<file path="config.mk">
export PLATFORM = sky130hd
export DESIGN_NAME = digital_core
export DESIGN_NICKNAME = d
export VERILOG_FILES = /design/src/logic/dcore_pack.sv /design/src/logic/dcore_cfg_intf.sv /design/src/logic/adc_unfold_slice.sv /design/src/logic/prbs_checker.sv /design/src/logic/dcore_regs.sv /design/src/logic/digital_core.sv
export SDC_FILE = /design/constraint.sdc
export NUM_CORES = 1
export LEC_CHECK = 0
export ABC_AREA = 1
export BUFFER_PORTS_ARGS = -buffer_cell sky130_fd_sc_hd__buf_2
export CORE_MARGIN = 2
export CORE_UTILIZATION = 28
export DETAILED_ROUTE_END_ITERATION = 16
export SETUP_SLACK_MARGIN = 0.2
export SLEW_MARGIN = 25
export SYNTH_ARGS = -nofsm -noshare
export SYNTH_HDL_FRONTEND = slang
export SYNTH_HIERARCHICAL = 1
export SYNTH_SLANG_ARGS = --single-unit
export TNS_END_PERCENT = 30
</file>
<file path="constraint.sdc">
create_clock -name clk_adc_i -period 4.27 [get_ports clk_adc_i]
set_clock_uncertainty 0.15 [all_clocks]
set_input_delay 0 -clock clk_adc_i [delete_from_list [all_inputs] [get_ports clk_adc_i]]
set_output_delay 0 -clock clk_adc_i [all_outputs]
set_load 0.05 [all_outputs]
</file>
<file path="src/logic/dcore_pack.sv">
package dcore_pack;

    // lane and datapath widths
    localparam int Nti   = 4;
    localparam int Nadc  = 8;
    localparam int Nreg  = 16;

    // PRBS7, feedback from bits n-7 and n-6
    localparam int Nprbs = 7;

    // lane vectors used to fill the checker history before counting
    localparam int Nwarm = 2;

    // register map
    typedef logic [2:0] reg_addr_t;

    localparam reg_addr_t ADDR_CTRL    = 3'd0;
    localparam reg_addr_t ADDR_THRESH  = 3'd1;
    localparam reg_addr_t ADDR_OFFSET0 = 3'd2;
    localparam reg_addr_t ADDR_OFFSET1 = 3'd3;
    localparam reg_addr_t ADDR_OFFSET2 = 3'd4;
    localparam reg_addr_t ADDR_OFFSET3 = 3'd5;
    // counters, read only
    localparam reg_addr_t ADDR_TOTAL   = 3'd6;
    localparam reg_addr_t ADDR_ERRORS  = 3'd7;

    // control word layout, en_check sits in bit 0
    typedef struct packed {
        logic [12:0] reserved;
        logic        clear_cnt;
        logic        invert;
        logic        en_check;
    } ctrl_t;

    // one register word, seen either as control fields or as a signed value
    typedef union packed {
        ctrl_t                  ctrl;
        logic signed [Nreg-1:0] value;
    } reg_word_u;

    // unfolded ADC code, one bit wider than the magnitude
    typedef logic signed [Nadc:0] code_t;

endpackage

</file>
<file path="src/logic/dcore_cfg_intf.sv">
`timescale 1ns/1ns
`default_nettype none

interface dcore_cfg_intf;
    import dcore_pack::*;

    // configuration from the register block
    logic signed [Nreg-1:0] thresh;
    logic signed [Nreg-1:0] offset [Nti-1:0];
    logic                   invert;
    logic                   en_check;
    logic                   clear_cnt;

    // status back from the checker
    logic [Nreg-1:0] total_cnt;
    logic [Nreg-1:0] err_cnt;

    modport regs (
        output thresh, offset, invert, en_check, clear_cnt,
        input  total_cnt, err_cnt
    );

    modport unfold (
        input thresh, offset, invert
    );

    modport check (
        input  en_check, clear_cnt,
        output total_cnt, err_cnt
    );

endinterface

`default_nettype wire

</file>
<file path="src/logic/adc_unfold_slice.sv">
`timescale 1ns/1ns
`default_nettype none

module adc_unfold_slice (
    input  wire logic                         clk_adc_i,
    input  wire logic                         reset_i,
    input  wire logic [dcore_pack::Nadc-1:0]  adcout_i [dcore_pack::Nti-1:0],
    input  wire logic [dcore_pack::Nti-1:0]   adcout_sign_i,
    dcore_cfg_intf.unfold                     cfg_i,
    output logic      [dcore_pack::Nti-1:0]   rx_bits_o
);
    import dcore_pack::*;

    code_t          unfolded    [Nti-1:0];
    code_t          lane_offset [Nti-1:0];
    code_t          code_q      [Nti-1:0];
    code_t          thresh_code;
    logic [Nti-1:0] decision;

    // sign bit high means a positive sample
    always_comb begin
        for (int k = 0; k < Nti; k++) begin
            lane_offset[k] = $signed(cfg_i.offset[k][Nadc:0]);
            if (adcout_sign_i[k]) begin
                unfolded[k] = $signed({1'b0, adcout_i[k]});
            end else begin
                unfolded[k] = -$signed({1'b0, adcout_i[k]});
            end
        end
    end

    // stage 1: offset corrected code
    always_ff @(posedge clk_adc_i) begin
        if (reset_i) begin
            for (int k = 0; k < Nti; k++) begin
                code_q[k] <= '0;
            end
        end else begin
            for (int k = 0; k < Nti; k++) begin
                code_q[k] <= unfolded[k] - lane_offset[k];
            end
        end
    end

    // only the low bits of the threshold reach the slicer
    assign thresh_code = $signed(cfg_i.thresh[Nadc:0]);

    always_comb begin
        for (int k = 0; k < Nti; k++) begin
            decision[k] = (code_q[k] > thresh_code) ^ cfg_i.invert;
        end
    end

    // stage 2: sliced bits
    always_ff @(posedge clk_adc_i) begin
        if (reset_i) begin
            rx_bits_o <= '0;
        end else begin
            rx_bits_o <= decision;
        end
    end

endmodule

`default_nettype wire

</file>
<file path="src/logic/prbs_checker.sv">
`timescale 1ns/1ns
`default_nettype none

module prbs_checker (
    input  wire logic                        clk_adc_i,
    input  wire logic                        reset_i,
    input  wire logic [dcore_pack::Nti-1:0]  rx_bits_i,
    dcore_cfg_intf.check                     cfg_i
);
    import dcore_pack::*;

    // hist_q[0] is the oldest received bit
    logic [Nprbs-1:0]         hist_q;
    logic [Nprbs+Nti-1:0]     seq;
    logic [Nti-1:0]           mismatch;
    logic [$clog2(Nti+1)-1:0] err_num;
    logic [1:0]               warm_q;
    logic                     counting;
    logic [Nreg:0]            total_sum;
    logic [Nreg:0]            err_sum;
    logic [Nreg-1:0]          total_q;
    logic [Nreg-1:0]          err_q;

    // serial order: history first, then lane 0 up to lane Nti-1
    assign seq = {rx_bits_i, hist_q};

    // bit n is predicted from bits n-7 and n-6 of the received stream
    always_comb begin
        err_num = '0;
        for (int k = 0; k < Nti; k++) begin
            mismatch[k] = rx_bits_i[k] ^ seq[k] ^ seq[k+1];
            if (mismatch[k]) begin
                err_num = err_num + 1'b1;
            end
        end
    end

    assign counting = cfg_i.en_check && (warm_q == Nwarm);

    // one extra bit to catch the overflow
    assign total_sum = {1'b0, total_q} + (Nreg+1)'(Nti);
    assign err_sum   = {1'b0, err_q} + (Nreg+1)'(err_num);

    always_ff @(posedge clk_adc_i) begin
        if (reset_i) begin
            hist_q <= '0;
        end else begin
            hist_q <= seq[Nprbs+Nti-1:Nti];
        end
    end

    // warm-up restarts whenever checking is off or the counters are cleared
    always_ff @(posedge clk_adc_i) begin
        if (reset_i) begin
            warm_q <= '0;
        end else if (cfg_i.clear_cnt || !cfg_i.en_check) begin
            warm_q <= '0;
        end else if (warm_q != Nwarm) begin
            warm_q <= warm_q + 1'b1;
        end
    end

    // saturating counters
    always_ff @(posedge clk_adc_i) begin
        if (reset_i) begin
            total_q <= '0;
            err_q   <= '0;
        end else if (cfg_i.clear_cnt) begin
            total_q <= '0;
            err_q   <= '0;
        end else if (counting) begin
            if (total_sum[Nreg]) begin
                total_q <= '1;
            end else begin
                total_q <= total_sum[Nreg-1:0];
            end
            if (err_sum[Nreg]) begin
                err_q <= '1;
            end else begin
                err_q <= err_sum[Nreg-1:0];
            end
        end
    end

    assign cfg_i.total_cnt = total_q;
    assign cfg_i.err_cnt   = err_q;

endmodule

`default_nettype wire

</file>
<file path="src/logic/dcore_regs.sv">
`timescale 1ns/1ns
`default_nettype none

module dcore_regs (
    input  wire logic                        clk_adc_i,
    input  wire logic                        reset_i,
    input  wire logic                        reg_req_i,
    input  wire logic                        reg_we_i,
    input  wire dcore_pack::reg_addr_t       reg_addr_i,
    input  wire logic [dcore_pack::Nreg-1:0] reg_wdata_i,
    output logic                             reg_ack_o,
    output logic      [dcore_pack::Nreg-1:0] reg_rdata_o,
    dcore_cfg_intf.regs                      cfg_o
);
    import dcore_pack::*;

    reg_word_u              wr_word;
    reg_word_u              rd_word;
    logic                   en_check_q;
    logic                   invert_q;
    logic                   clear_q;
    logic signed [Nreg-1:0] thresh_q;
    logic signed [Nreg-1:0] offset_q [Nti-1:0];
    logic                   ack_q;
    logic [Nreg-1:0]        rdata_q;
    logic                   start;
    logic                   wr_en;

    // request taken once on the first edge with req high and ack low
    assign start   = reg_req_i && !ack_q;
    assign wr_en   = start && reg_we_i;
    assign wr_word = reg_wdata_i;

    always_ff @(posedge clk_adc_i) begin
        if (reset_i) begin
            ack_q <= 1'b0;
        end else if (start) begin
            ack_q <= 1'b1;
        end else if (ack_q && !reg_req_i) begin
            ack_q <= 1'b0;
        end
    end

    // register file
    // only en_check and invert are stored from the control word
    always_ff @(posedge clk_adc_i) begin
        if (reset_i) begin
            en_check_q <= 1'b0;
            invert_q   <= 1'b0;
            thresh_q   <= '0;
            clear_q    <= 1'b0;
            for (int k = 0; k < Nti; k++) begin
                offset_q[k] <= '0;
            end
        end else begin
            clear_q <= 1'b0;
            if (wr_en) begin
                case (reg_addr_i)
                    ADDR_CTRL: begin
                        en_check_q <= wr_word.ctrl.en_check;
                        invert_q   <= wr_word.ctrl.invert;
                        // one-cycle pulse to the checker
                        clear_q    <= wr_word.ctrl.clear_cnt;
                    end
                    ADDR_THRESH:  thresh_q    <= wr_word.value;
                    ADDR_OFFSET0: offset_q[0] <= wr_word.value;
                    ADDR_OFFSET1: offset_q[1] <= wr_word.value;
                    ADDR_OFFSET2: offset_q[2] <= wr_word.value;
                    ADDR_OFFSET3: offset_q[3] <= wr_word.value;
                    // counters are read only
                    ADDR_TOTAL, ADDR_ERRORS: begin
                    end
                    default: begin
                    end
                endcase
            end
        end
    end

    // read mux
    always_comb begin
        rd_word = '0;
        case (reg_addr_i)
            ADDR_CTRL: begin
                rd_word.ctrl.en_check = en_check_q;
                rd_word.ctrl.invert   = invert_q;
            end
            ADDR_THRESH:  rd_word.value = thresh_q;
            ADDR_OFFSET0: rd_word.value = offset_q[0];
            ADDR_OFFSET1: rd_word.value = offset_q[1];
            ADDR_OFFSET2: rd_word.value = offset_q[2];
            ADDR_OFFSET3: rd_word.value = offset_q[3];
            ADDR_TOTAL:   rd_word       = cfg_o.total_cnt;
            ADDR_ERRORS:  rd_word       = cfg_o.err_cnt;
            default:      rd_word       = '0;
        endcase
    end

    // read data is held while ack is high
    always_ff @(posedge clk_adc_i) begin
        if (start) begin
            rdata_q <= rd_word;
        end
    end

    assign reg_ack_o   = ack_q;
    assign reg_rdata_o = rdata_q;

    // configuration to the datapath
    assign cfg_o.thresh    = thresh_q;
    assign cfg_o.offset    = offset_q;
    assign cfg_o.invert    = invert_q;
    assign cfg_o.en_check  = en_check_q;
    assign cfg_o.clear_cnt = clear_q;

endmodule

`default_nettype wire

</file>
<file path="src/logic/digital_core.sv">
`timescale 1ns/1ns
`default_nettype none

module digital_core (
    input  wire logic                        clk_adc_i,
    input  wire logic                        reset_i,
    // ADC lanes
    input  wire logic [dcore_pack::Nadc-1:0] adcout_i [dcore_pack::Nti-1:0],
    input  wire logic [dcore_pack::Nti-1:0]  adcout_sign_i,
    // register port
    input  wire logic                        reg_req_i,
    input  wire logic                        reg_we_i,
    input  wire dcore_pack::reg_addr_t       reg_addr_i,
    input  wire logic [dcore_pack::Nreg-1:0] reg_wdata_i,
    output wire logic                        reg_ack_o,
    output wire logic [dcore_pack::Nreg-1:0] reg_rdata_o
);
    import dcore_pack::*;

    // config and counters between regs and datapath
    dcore_cfg_intf cfg ();

    // sliced bits, two cycles behind the ADC inputs
    wire logic [Nti-1:0] rx_bits;

    dcore_regs regs_i (
        .clk_adc_i   (clk_adc_i),
        .reset_i     (reset_i),
        .reg_req_i   (reg_req_i),
        .reg_we_i    (reg_we_i),
        .reg_addr_i  (reg_addr_i),
        .reg_wdata_i (reg_wdata_i),
        .reg_ack_o   (reg_ack_o),
        .reg_rdata_o (reg_rdata_o),
        .cfg_o       (cfg)
    );

    adc_unfold_slice unfold_i (
        .clk_adc_i     (clk_adc_i),
        .reset_i       (reset_i),
        .adcout_i      (adcout_i),
        .adcout_sign_i (adcout_sign_i),
        .cfg_i         (cfg),
        .rx_bits_o     (rx_bits)
    );

    prbs_checker prbs_checker_i (
        .clk_adc_i (clk_adc_i),
        .reset_i   (reset_i),
        .rx_bits_i (rx_bits),
        .cfg_i     (cfg)
    );

endmodule

`default_nettype wire

</file>
==> metrics.md, run 1 <==
| Metric | Value |
|---|---|
| Syn nets | `1785` |
| Synth top area cells | `dfxtp_1 29%, nand2_1 10%, ha_1 8.9%` |
| F_max | `292 MHz` |
| CTS max path bufs | `2` |
| Sequential share of power | `0.403` |
| Detailed-route wire length per cell | `14.4 µm` |
| Min-Delay Path Class | `input pin to flip-flop` |
| Pwr Total | `4580 µW` |
| Worst setup SP type | `flip-flop` |
| Number of synthesized register bits | `180` |
| Tot GR Track Use | `0.156` |
| Cells after Synth | `1641` |
| WP data arrival | `3.65 ns` |
| Outcome | `finished clean` |
| Initial Util | `0.283` |
| Max-slew violations | `0` |
| Internal power | `3110 µW` |
| Diode count | `0` |
| Clock Sink Count | `180` |
| Area of the core | `0.0397 mm²` |
| CTS buffer count | `17` |
| Maxcap violations | `0` |
| Crit path kind | `flip-flop to flip-flop` |
| Minimum clock period | `3.43 ns` |
| WHS | `0.0119 ns` |
| GPL Wtd Cong | `0.860` |
| Slew headroom | `0.378` |
| Switch Pwr | `1470 µW` |
| Yosys top cell area share | `0.292` |
| IO Count | `76` |
| Synth Flop Type | `dfxtp_1` |
| # rows | `73` |
| Synth async-reset ratio | `0` |
| Worst R2R Start | `unfold_i/rx_bits_o[0]` |
| Leak pwr | `0.00589 µW` |
| Largest net degree at the start of global routing | `73` |
| Initial antenna violation count | `0` |
| Total Neg Setup Slack | `0 ns` |
| GRT Residual Overflow | `0` |
| Crit path launch | `unfold_i/rx_bits_o[0]` |
| Crit path required time | `4.49 ns` |
| Vias per cell | `4.75` |
| Combinational share of power | `0.223` |
| Avg Cell Area, Syn | `6.85 µm²` |
| Register area share after synthesis | `0.335` |
| Via count | `10700` |
| Vias in the first global route | `9814` |
| RSZ-0062 raised after global routing | `no` |
| Fin nets | `1858` |
| Final Util | `0.326` |
| Netlist cell types | `48` |
| Post-CTS Resized | `0` |
| Slew of the pin with the lowest slew margin | `0.927 ns` |
| First-pass GRT wire length | `51300 µm` |
| Hpwl dp | `24000 µm` |
| Die Area | `0.0418 mm²` |
| Final setup vio count | `0` |
| Iter 0 DRT Violations | `919` |
| Area growth syn-to-layout | `15.2%` |
| P per Cell Area | `353 mW/mm²` |
| Area leader, netlist | `dfxtp_1` |
| Hold path start | `adcout_i[28]` |
| Final period utilization | `0.803` |
| Post-synth EDFFs | `16` |
| Clock Latency Late Sink | `0.46 ns` |
| CTS tree | `built` |
| Most numerous cell in the Yosys netlist | `nand2_1` |
| Yosys Warn Count | `6` |
| I/O Buffers | `75` |
| Pre-Repair DR Iteration Count | `5` |
| Routed WL | `32500 µm` |
| Synth cell count leaders | `312 x nand2_1, 238 x nor2_1, 219 x inv_1` |
| CP Max Fanout | `13` |
| H-tree levels | `4` |
| Antenna-violating nets left | `0` |
| Hold Violations, Final | `0` |
| Die W | `204 µm` |
| Sw Ratio | `0.321` |
| Nature of the critical path endpoint | `flip-flop` |
| Layout cells sized above 1 | `0.103` |
| DRC Markers | `0` |
| Clock network power share | `0.374` |
| CTS Root Cell | `clkbuf_16` |
| Dpl cell area | `0.0120 mm²` |
| Worst vdd ir | `0.290 mV` |
| Clock transition at the registers of the reported paths | `0.07 ns` |
| Fill cells | `4264` |
| Final Instance Area | `0.0130 mm²` |
| Synth Cell Area | `0.0112 mm²` |
| Die height | `204 µm` |
[metal layers]
metal | track usage | vias up | wire length, µm | share of wire
met2 | 0.254 | 293 | 15000 | 0.46
met5 | 0 | - | 0 | 0
met4 | 0.0673 | 0 | 1090 | 0.033
met3 | 0.0242 | 53 | 1480 | 0.045
met1 | 0.205 | 4892 | 14900 | 0.46
li1 | - | 5463 | - | -
[cell usage in the layout (no fill, tap or decap), types with 5 or more instances in the layout]
| cell | n |
|---|---|
| ha_1 | 80 |
| edfxtp_1 | 16 |
| nor2_2 | 12 |
| nand2_1 | 312 |
| buf_2 | 75 |
| dfxtp_1 | 164 |
| dlygate4sd3_1 | 31 |
| nand2_2 | 8 |
| inv_1 | 217 |
| fa_1 | 5 |
| xor2_1 | 23 |
| xnor2_1 | 15 |
| inv_2 | 17 |
| nand4_1 | 64 |
| nand3_2 | 5 |
| buf_4 | 8 |
| inv_6 | 5 |
| nor2_1 | 238 |
| nand3b_1 | 6 |
| o21ai_0 | 118 |
| a21oi_1 | 73 |
| nor3_1 | 80 |
| a31oi_1 | 5 |
| nand3_1 | 51 |
| clkbuf_16 | 17 |
| nor2_4 | 6 |
| o21ai_1 | 34 |
[cell families (layout without fill, tap and decap cells)]
family | after synthesis | in the layout | synth area share
simple gates | 796 | 796 | 0.315
buf+inv | 298 | 384 | 0.109
flops | 180 | 180 | 0.335
mux | 1 | 1 | 0.000890
fa+ha+maj | 85 | 85 | 0.0979
xor+xnor | 38 | 38 | 0.0296
compound gates | 243 | 243 | 0.112
[flip-flops by register name (all words and copies together), names as in the netlist]
name	count
regs_i/cfg_o.offset	64
prbs_checker_i/hist_q	7
regs_i/cfg_o.thresh	16
regs_i/reg_rdata_o	16
prbs_checker_i/cfg_i.err_cnt	16
unfold_i/rx_bits_o	4
regs_i/cfg_o.clear_cnt	1
regs_i/cfg_o.invert	1
unfold_i/code_q	36
prbs_checker_i/warm_q	2
regs_i/reg_ack_o	1
regs_i/cfg_o.en_check	1
prbs_checker_i/cfg_i.total_cnt	15
[power groups by stage]
stage / clock, µW / sequential [µW] / combinational (µW)
6_report: 1710 / 1840 / 1020
5_1_grt: 1810 / 1850 / 1170
4_1_cts: 1750 / 1850 / 1020
3_5_place_dp: 0 / 1880 / 992
3_3_place_gp: 0 / 1880 / 971
2_1_floorplan: 0 / 1920 / 704
[worst max-delay path, stage by stage, from the launching register on]
cell and delay, ns:
dfxtp_1 0.31, inv_1 0.06, nand2_1 0.05, nand2_1 0.07, xor2_1 0.24, inv_1 0.07
ha_1 0.29, nand3_1 0.11, nand2_1 0.12, inv_1 0.05, ha_1 0.28, or2_2 0.10
nand2_1 0.06, fa_1 0.42, inv_1 0.07, nand3_1 0.06, nand2_1 0.22, nand3_2 0.31
nand2_1 0.16, nor2_1 0.05, nor2_1 0.09
[repair_timing]
item                                   4_1_cts  5_1_grt
endpoints found under the hold margin      106        0
setup buffers                                0        0
hold buffers                                31        0
[metrics by stage]
step           setup WS, ns  instances
6_report              0.840       2252
5_1_grt               0.514       2252
4_1_cts               0.849       2252
3_5_place_dp          0.874       2189
3_3_place_gp          0.949       2189
2_1_floorplan          1.19       1641
[path summary, 6_finish.rpt]
check / end / slack, ns / cells after the start
setup / recovery: prbs_checker_i/cfg_i.err_cnt[10] / 0.84 / 20
hold reg to reg: prbs_checker_i/hist_q[1] / 0.25 / 2
setup reg to reg: prbs_checker_i/cfg_i.err_cnt[10] / 0.84 / 20
hold / removal: unfold_i/code_q[3][4] / 0.01 / 4
[area by class of cell]
cell class	instances	area, µm²	share of cell area
well taps	525	657	0.0507
repair buffers	114	746	0.0575
flip-flops and latches	180	3760	0.290
clock buffers	17	425	0.0328
inverters	238	901	0.0695
clock inverters	15	214	0.0165
multi-input cells	1163	6250	0.482
Note: power is estimated with default switching activity, not from simulation.
==> run 2, diff against run 1 <==
- clock period: 4.27 -> 3.55 ns (I/O delays scaled with it)
==> metrics.md, run 2 (synthesis results as in run 1) <==
| Metric | Value |
|---|---|
| Outcome | `finished clean (unchanged)` |
| Area of the core | `0.0397 mm² (unchanged)` |
| Multi-input gate area | `0.00632 mm² (was 0.00625 mm²)` |
| First-pass GRT wire length | `52600 µm (was 51300 µm)` |
| F_max | `315 MHz (was 292 MHz)` |
| GR Util met1 | `0.206 (was 0.205)` |
| Initial antenna violation count | `1 (was 0)` |
| Hpwl dp | `24300 µm (was 24000 µm)` |
| Die Area | `0.0418 mm² (unchanged)` |
| Die height | `204 µm (unchanged)` |
| Slew of the pin with the lowest slew margin | `0.953 ns (was 0.927 ns)` |
| WP data arrival | `3.38 ns (was 3.65 ns)` |
| CTS buffer count | `17 (unchanged)` |
| Worst vdd ir | `0.351 mV (was 0.290 mV)` |
| RSZ-0062 raised after global routing | `yes (was no)` |
| Antenna-violating nets left | `0 (unchanged)` |
| GRT busiest layer | `met2 (unchanged)` |
| Commonest non-fill, non-tap cell in the layout | `nand2_1 (unchanged)` |
| GPL Wtd Cong | `0.846 (was 0.860)` |
| Most frequent cells in the layout | `305 x nand2_1, 237 x nor2_1, 217 x inv_1, 163 x dfxtp_1, 115 x o21ai_0 (was 312 x nand2_1, 238 x nor2_1, 217 x inv_1, 164 x dfxtp_1, 118 x o21ai_0)` |
| IO Count | `76 (unchanged)` |
| Area growth syn-to-layout | `15.7% (was 15.2%)` |
| CP Max Fanout | `13 (unchanged)` |
| Crit path kind | `flip-flop to flip-flop (unchanged)` |
| P per Cell Area | `410 mW/mm² (was 353 mW/mm²)` |
| Leak pwr | `0.00588 µW (was 0.00589 µW)` |
| Crit path required time | `3.76 ns (was 4.49 ns)` |
| Die W | `204 µm (unchanged)` |
| Maxcap violations | `0 (unchanged)` |
| Register area | `0.00376 mm² (about the same)` |
| Vias in the first global route | `10200 (was 9814)` |
| Fill cells | `4325 (was 4264)` |
| GR Util met3 | `0.0271 (was 0.0242)` |
| Min-Delay Path Class | `input pin to flip-flop (unchanged)` |
| GRT Residual Overflow | `0 (unchanged)` |
| # rows | `73 (unchanged)` |
| Max reg flops | `64 (unchanged)` |
| CTS Root Cell | `clkbuf_16 (unchanged)` |
| Met2 GRT Util | `0.261 (was 0.254)` |
| Initial Util | `0.283 (unchanged)` |
| Clock transition at the registers of the reported paths | `0.08 ns (was 0.07 ns)` |
| Largest net degree at the start of global routing | `51 (was 73)` |
| Detailed-route wire length per cell | `14.6 µm (was 14.4 µm)` |
| Final period utilization | `0.893 (was 0.803)` |
| DRC Markers | `0 (unchanged)` |
| Minimum clock period | `3.17 ns (was 3.43 ns)` |
| Tot GR Track Use | `0.159 (was 0.156)` |
| Total Neg Setup Slack | `0 ns (unchanged)` |
| Final setup vio count | `0 (unchanged)` |
| Layout cells sized above 1 | `0.116 (was 0.103)` |
| Slew headroom | `0.361 (was 0.378)` |
| Worst setup SP type | `flip-flop (unchanged)` |
| Via count | `10700 (about the same)` |
| Clock Sink Count | `180 (unchanged)` |
| Max-slew violations | `0 (unchanged)` |
| H-tree levels | `4 (unchanged)` |
| I/O Buffers | `75 (unchanged)` |
| CTS tree | `built (unchanged)` |
| Routed WL | `33100 µm (was 32500 µm)` |
| Iter 0 DRT Violations | `875 (was 919)` |
| WHS | `0.0160 ns (was 0.0119 ns)` |
| CTS max path bufs | `2 (unchanged)` |
| Nature of the critical path endpoint | `flip-flop (unchanged)` |
| Vias per cell | `4.75 (about the same)` |
| Final Util | `0.327 (was 0.326)` |
| Fin nets | `1865 (was 1858)` |
| Pre-Repair DR Iteration Count | `7 (was 5)` |
| Hold Violations, Final | `0 (unchanged)` |
| Clock Latency Late Sink | `0.44 ns (was 0.46 ns)` |
run 2: cell type report:
| class | instances | share of cell area |
|---|---|---|
| Clock inverter | 15 | 0.0111 |
| Multi-Input combinational cell | 1163 | 0.486 |
| Sequential cell | 180 | 0.289 |
| Antenna cell | 1 | 0.000192 |
| Inverter | 238 | 0.0692 |
| Clock buffer | 17 | 0.0327 |
| Tap cell | 525 | 0.0505 |
| Timing Repair Buffer | 121 | 0.0610 |
run 2: path summary, 6_finish.rpt:
path | start | to | slack [ns] | cells past startpoint
min | adcout_sign_i[1] | unfold_i/code_q[1][8] | 0.02 | 6
max | unfold_i/rx_bits_o[0] | prbs_checker_i/cfg_i.err_cnt[7] | 0.38 | 19
max reg2reg | unfold_i/rx_bits_o[0] | prbs_checker_i/cfg_i.err_cnt[7] | 0.38 | 19
min reg2reg | prbs_checker_i/hist_q[5] | prbs_checker_i/hist_q[1] | 0.27 | 2
run 2: routing by layer:
layer	vias to the layer above	routed length, µm	part of all wire
met2	308	15400	0.47
met5	-	0	0
met4	0	1090	0.033
met1	4904	14800	0.45
met3	49	1800	0.054
li1	5475	-	-
run 2: stage by stage:
stage          cells  setup slack, ns  area (µm²)  power [µW]
2_1_floorplan   1641            0.467       11200        3160
3_3_place_gp    2190            0.225       12000        3430
3_5_place_dp    2190           0.0494       12000        3460
4_1_cts         2251            0.229       12900        5340
5_1_grt         2260            0.138       13000        5650
6_report        2260            0.379       13000        5340
run 2: critical path, cell delays in order (launching register included):
cell and delay, ns:
dfxtp_2 0.33, inv_1 0.05, nand2_1 0.08, nand2_2 0.06, xor2_2 0.17, inv_1 0.06, ha_1 0.31, nand3_2 0.11
nand2_2 0.10, inv_1 0.04, ha_1 0.27, or2_2 0.10, nand2_1 0.07, fa_2 0.38, inv_1 0.07, nand3_1 0.10
nand2_4 0.15, nand3_4 0.18, buf_4 0.19, a31oi_1 0.11
run 2: power breakdown:
part / internal, µW / switching [µW]
Sequential: 2160 / 59.8
Clock: 926 / 919
Combinational: 458 / 816
run 2: repair_timing:
item	CTS	global route
hold buffers	29	0
gates resized for setup	5	16
hold endpoints to repair	105	0
buffers inserted	0	8
endpoints found under the setup margin	13	14
pin swaps	0	8
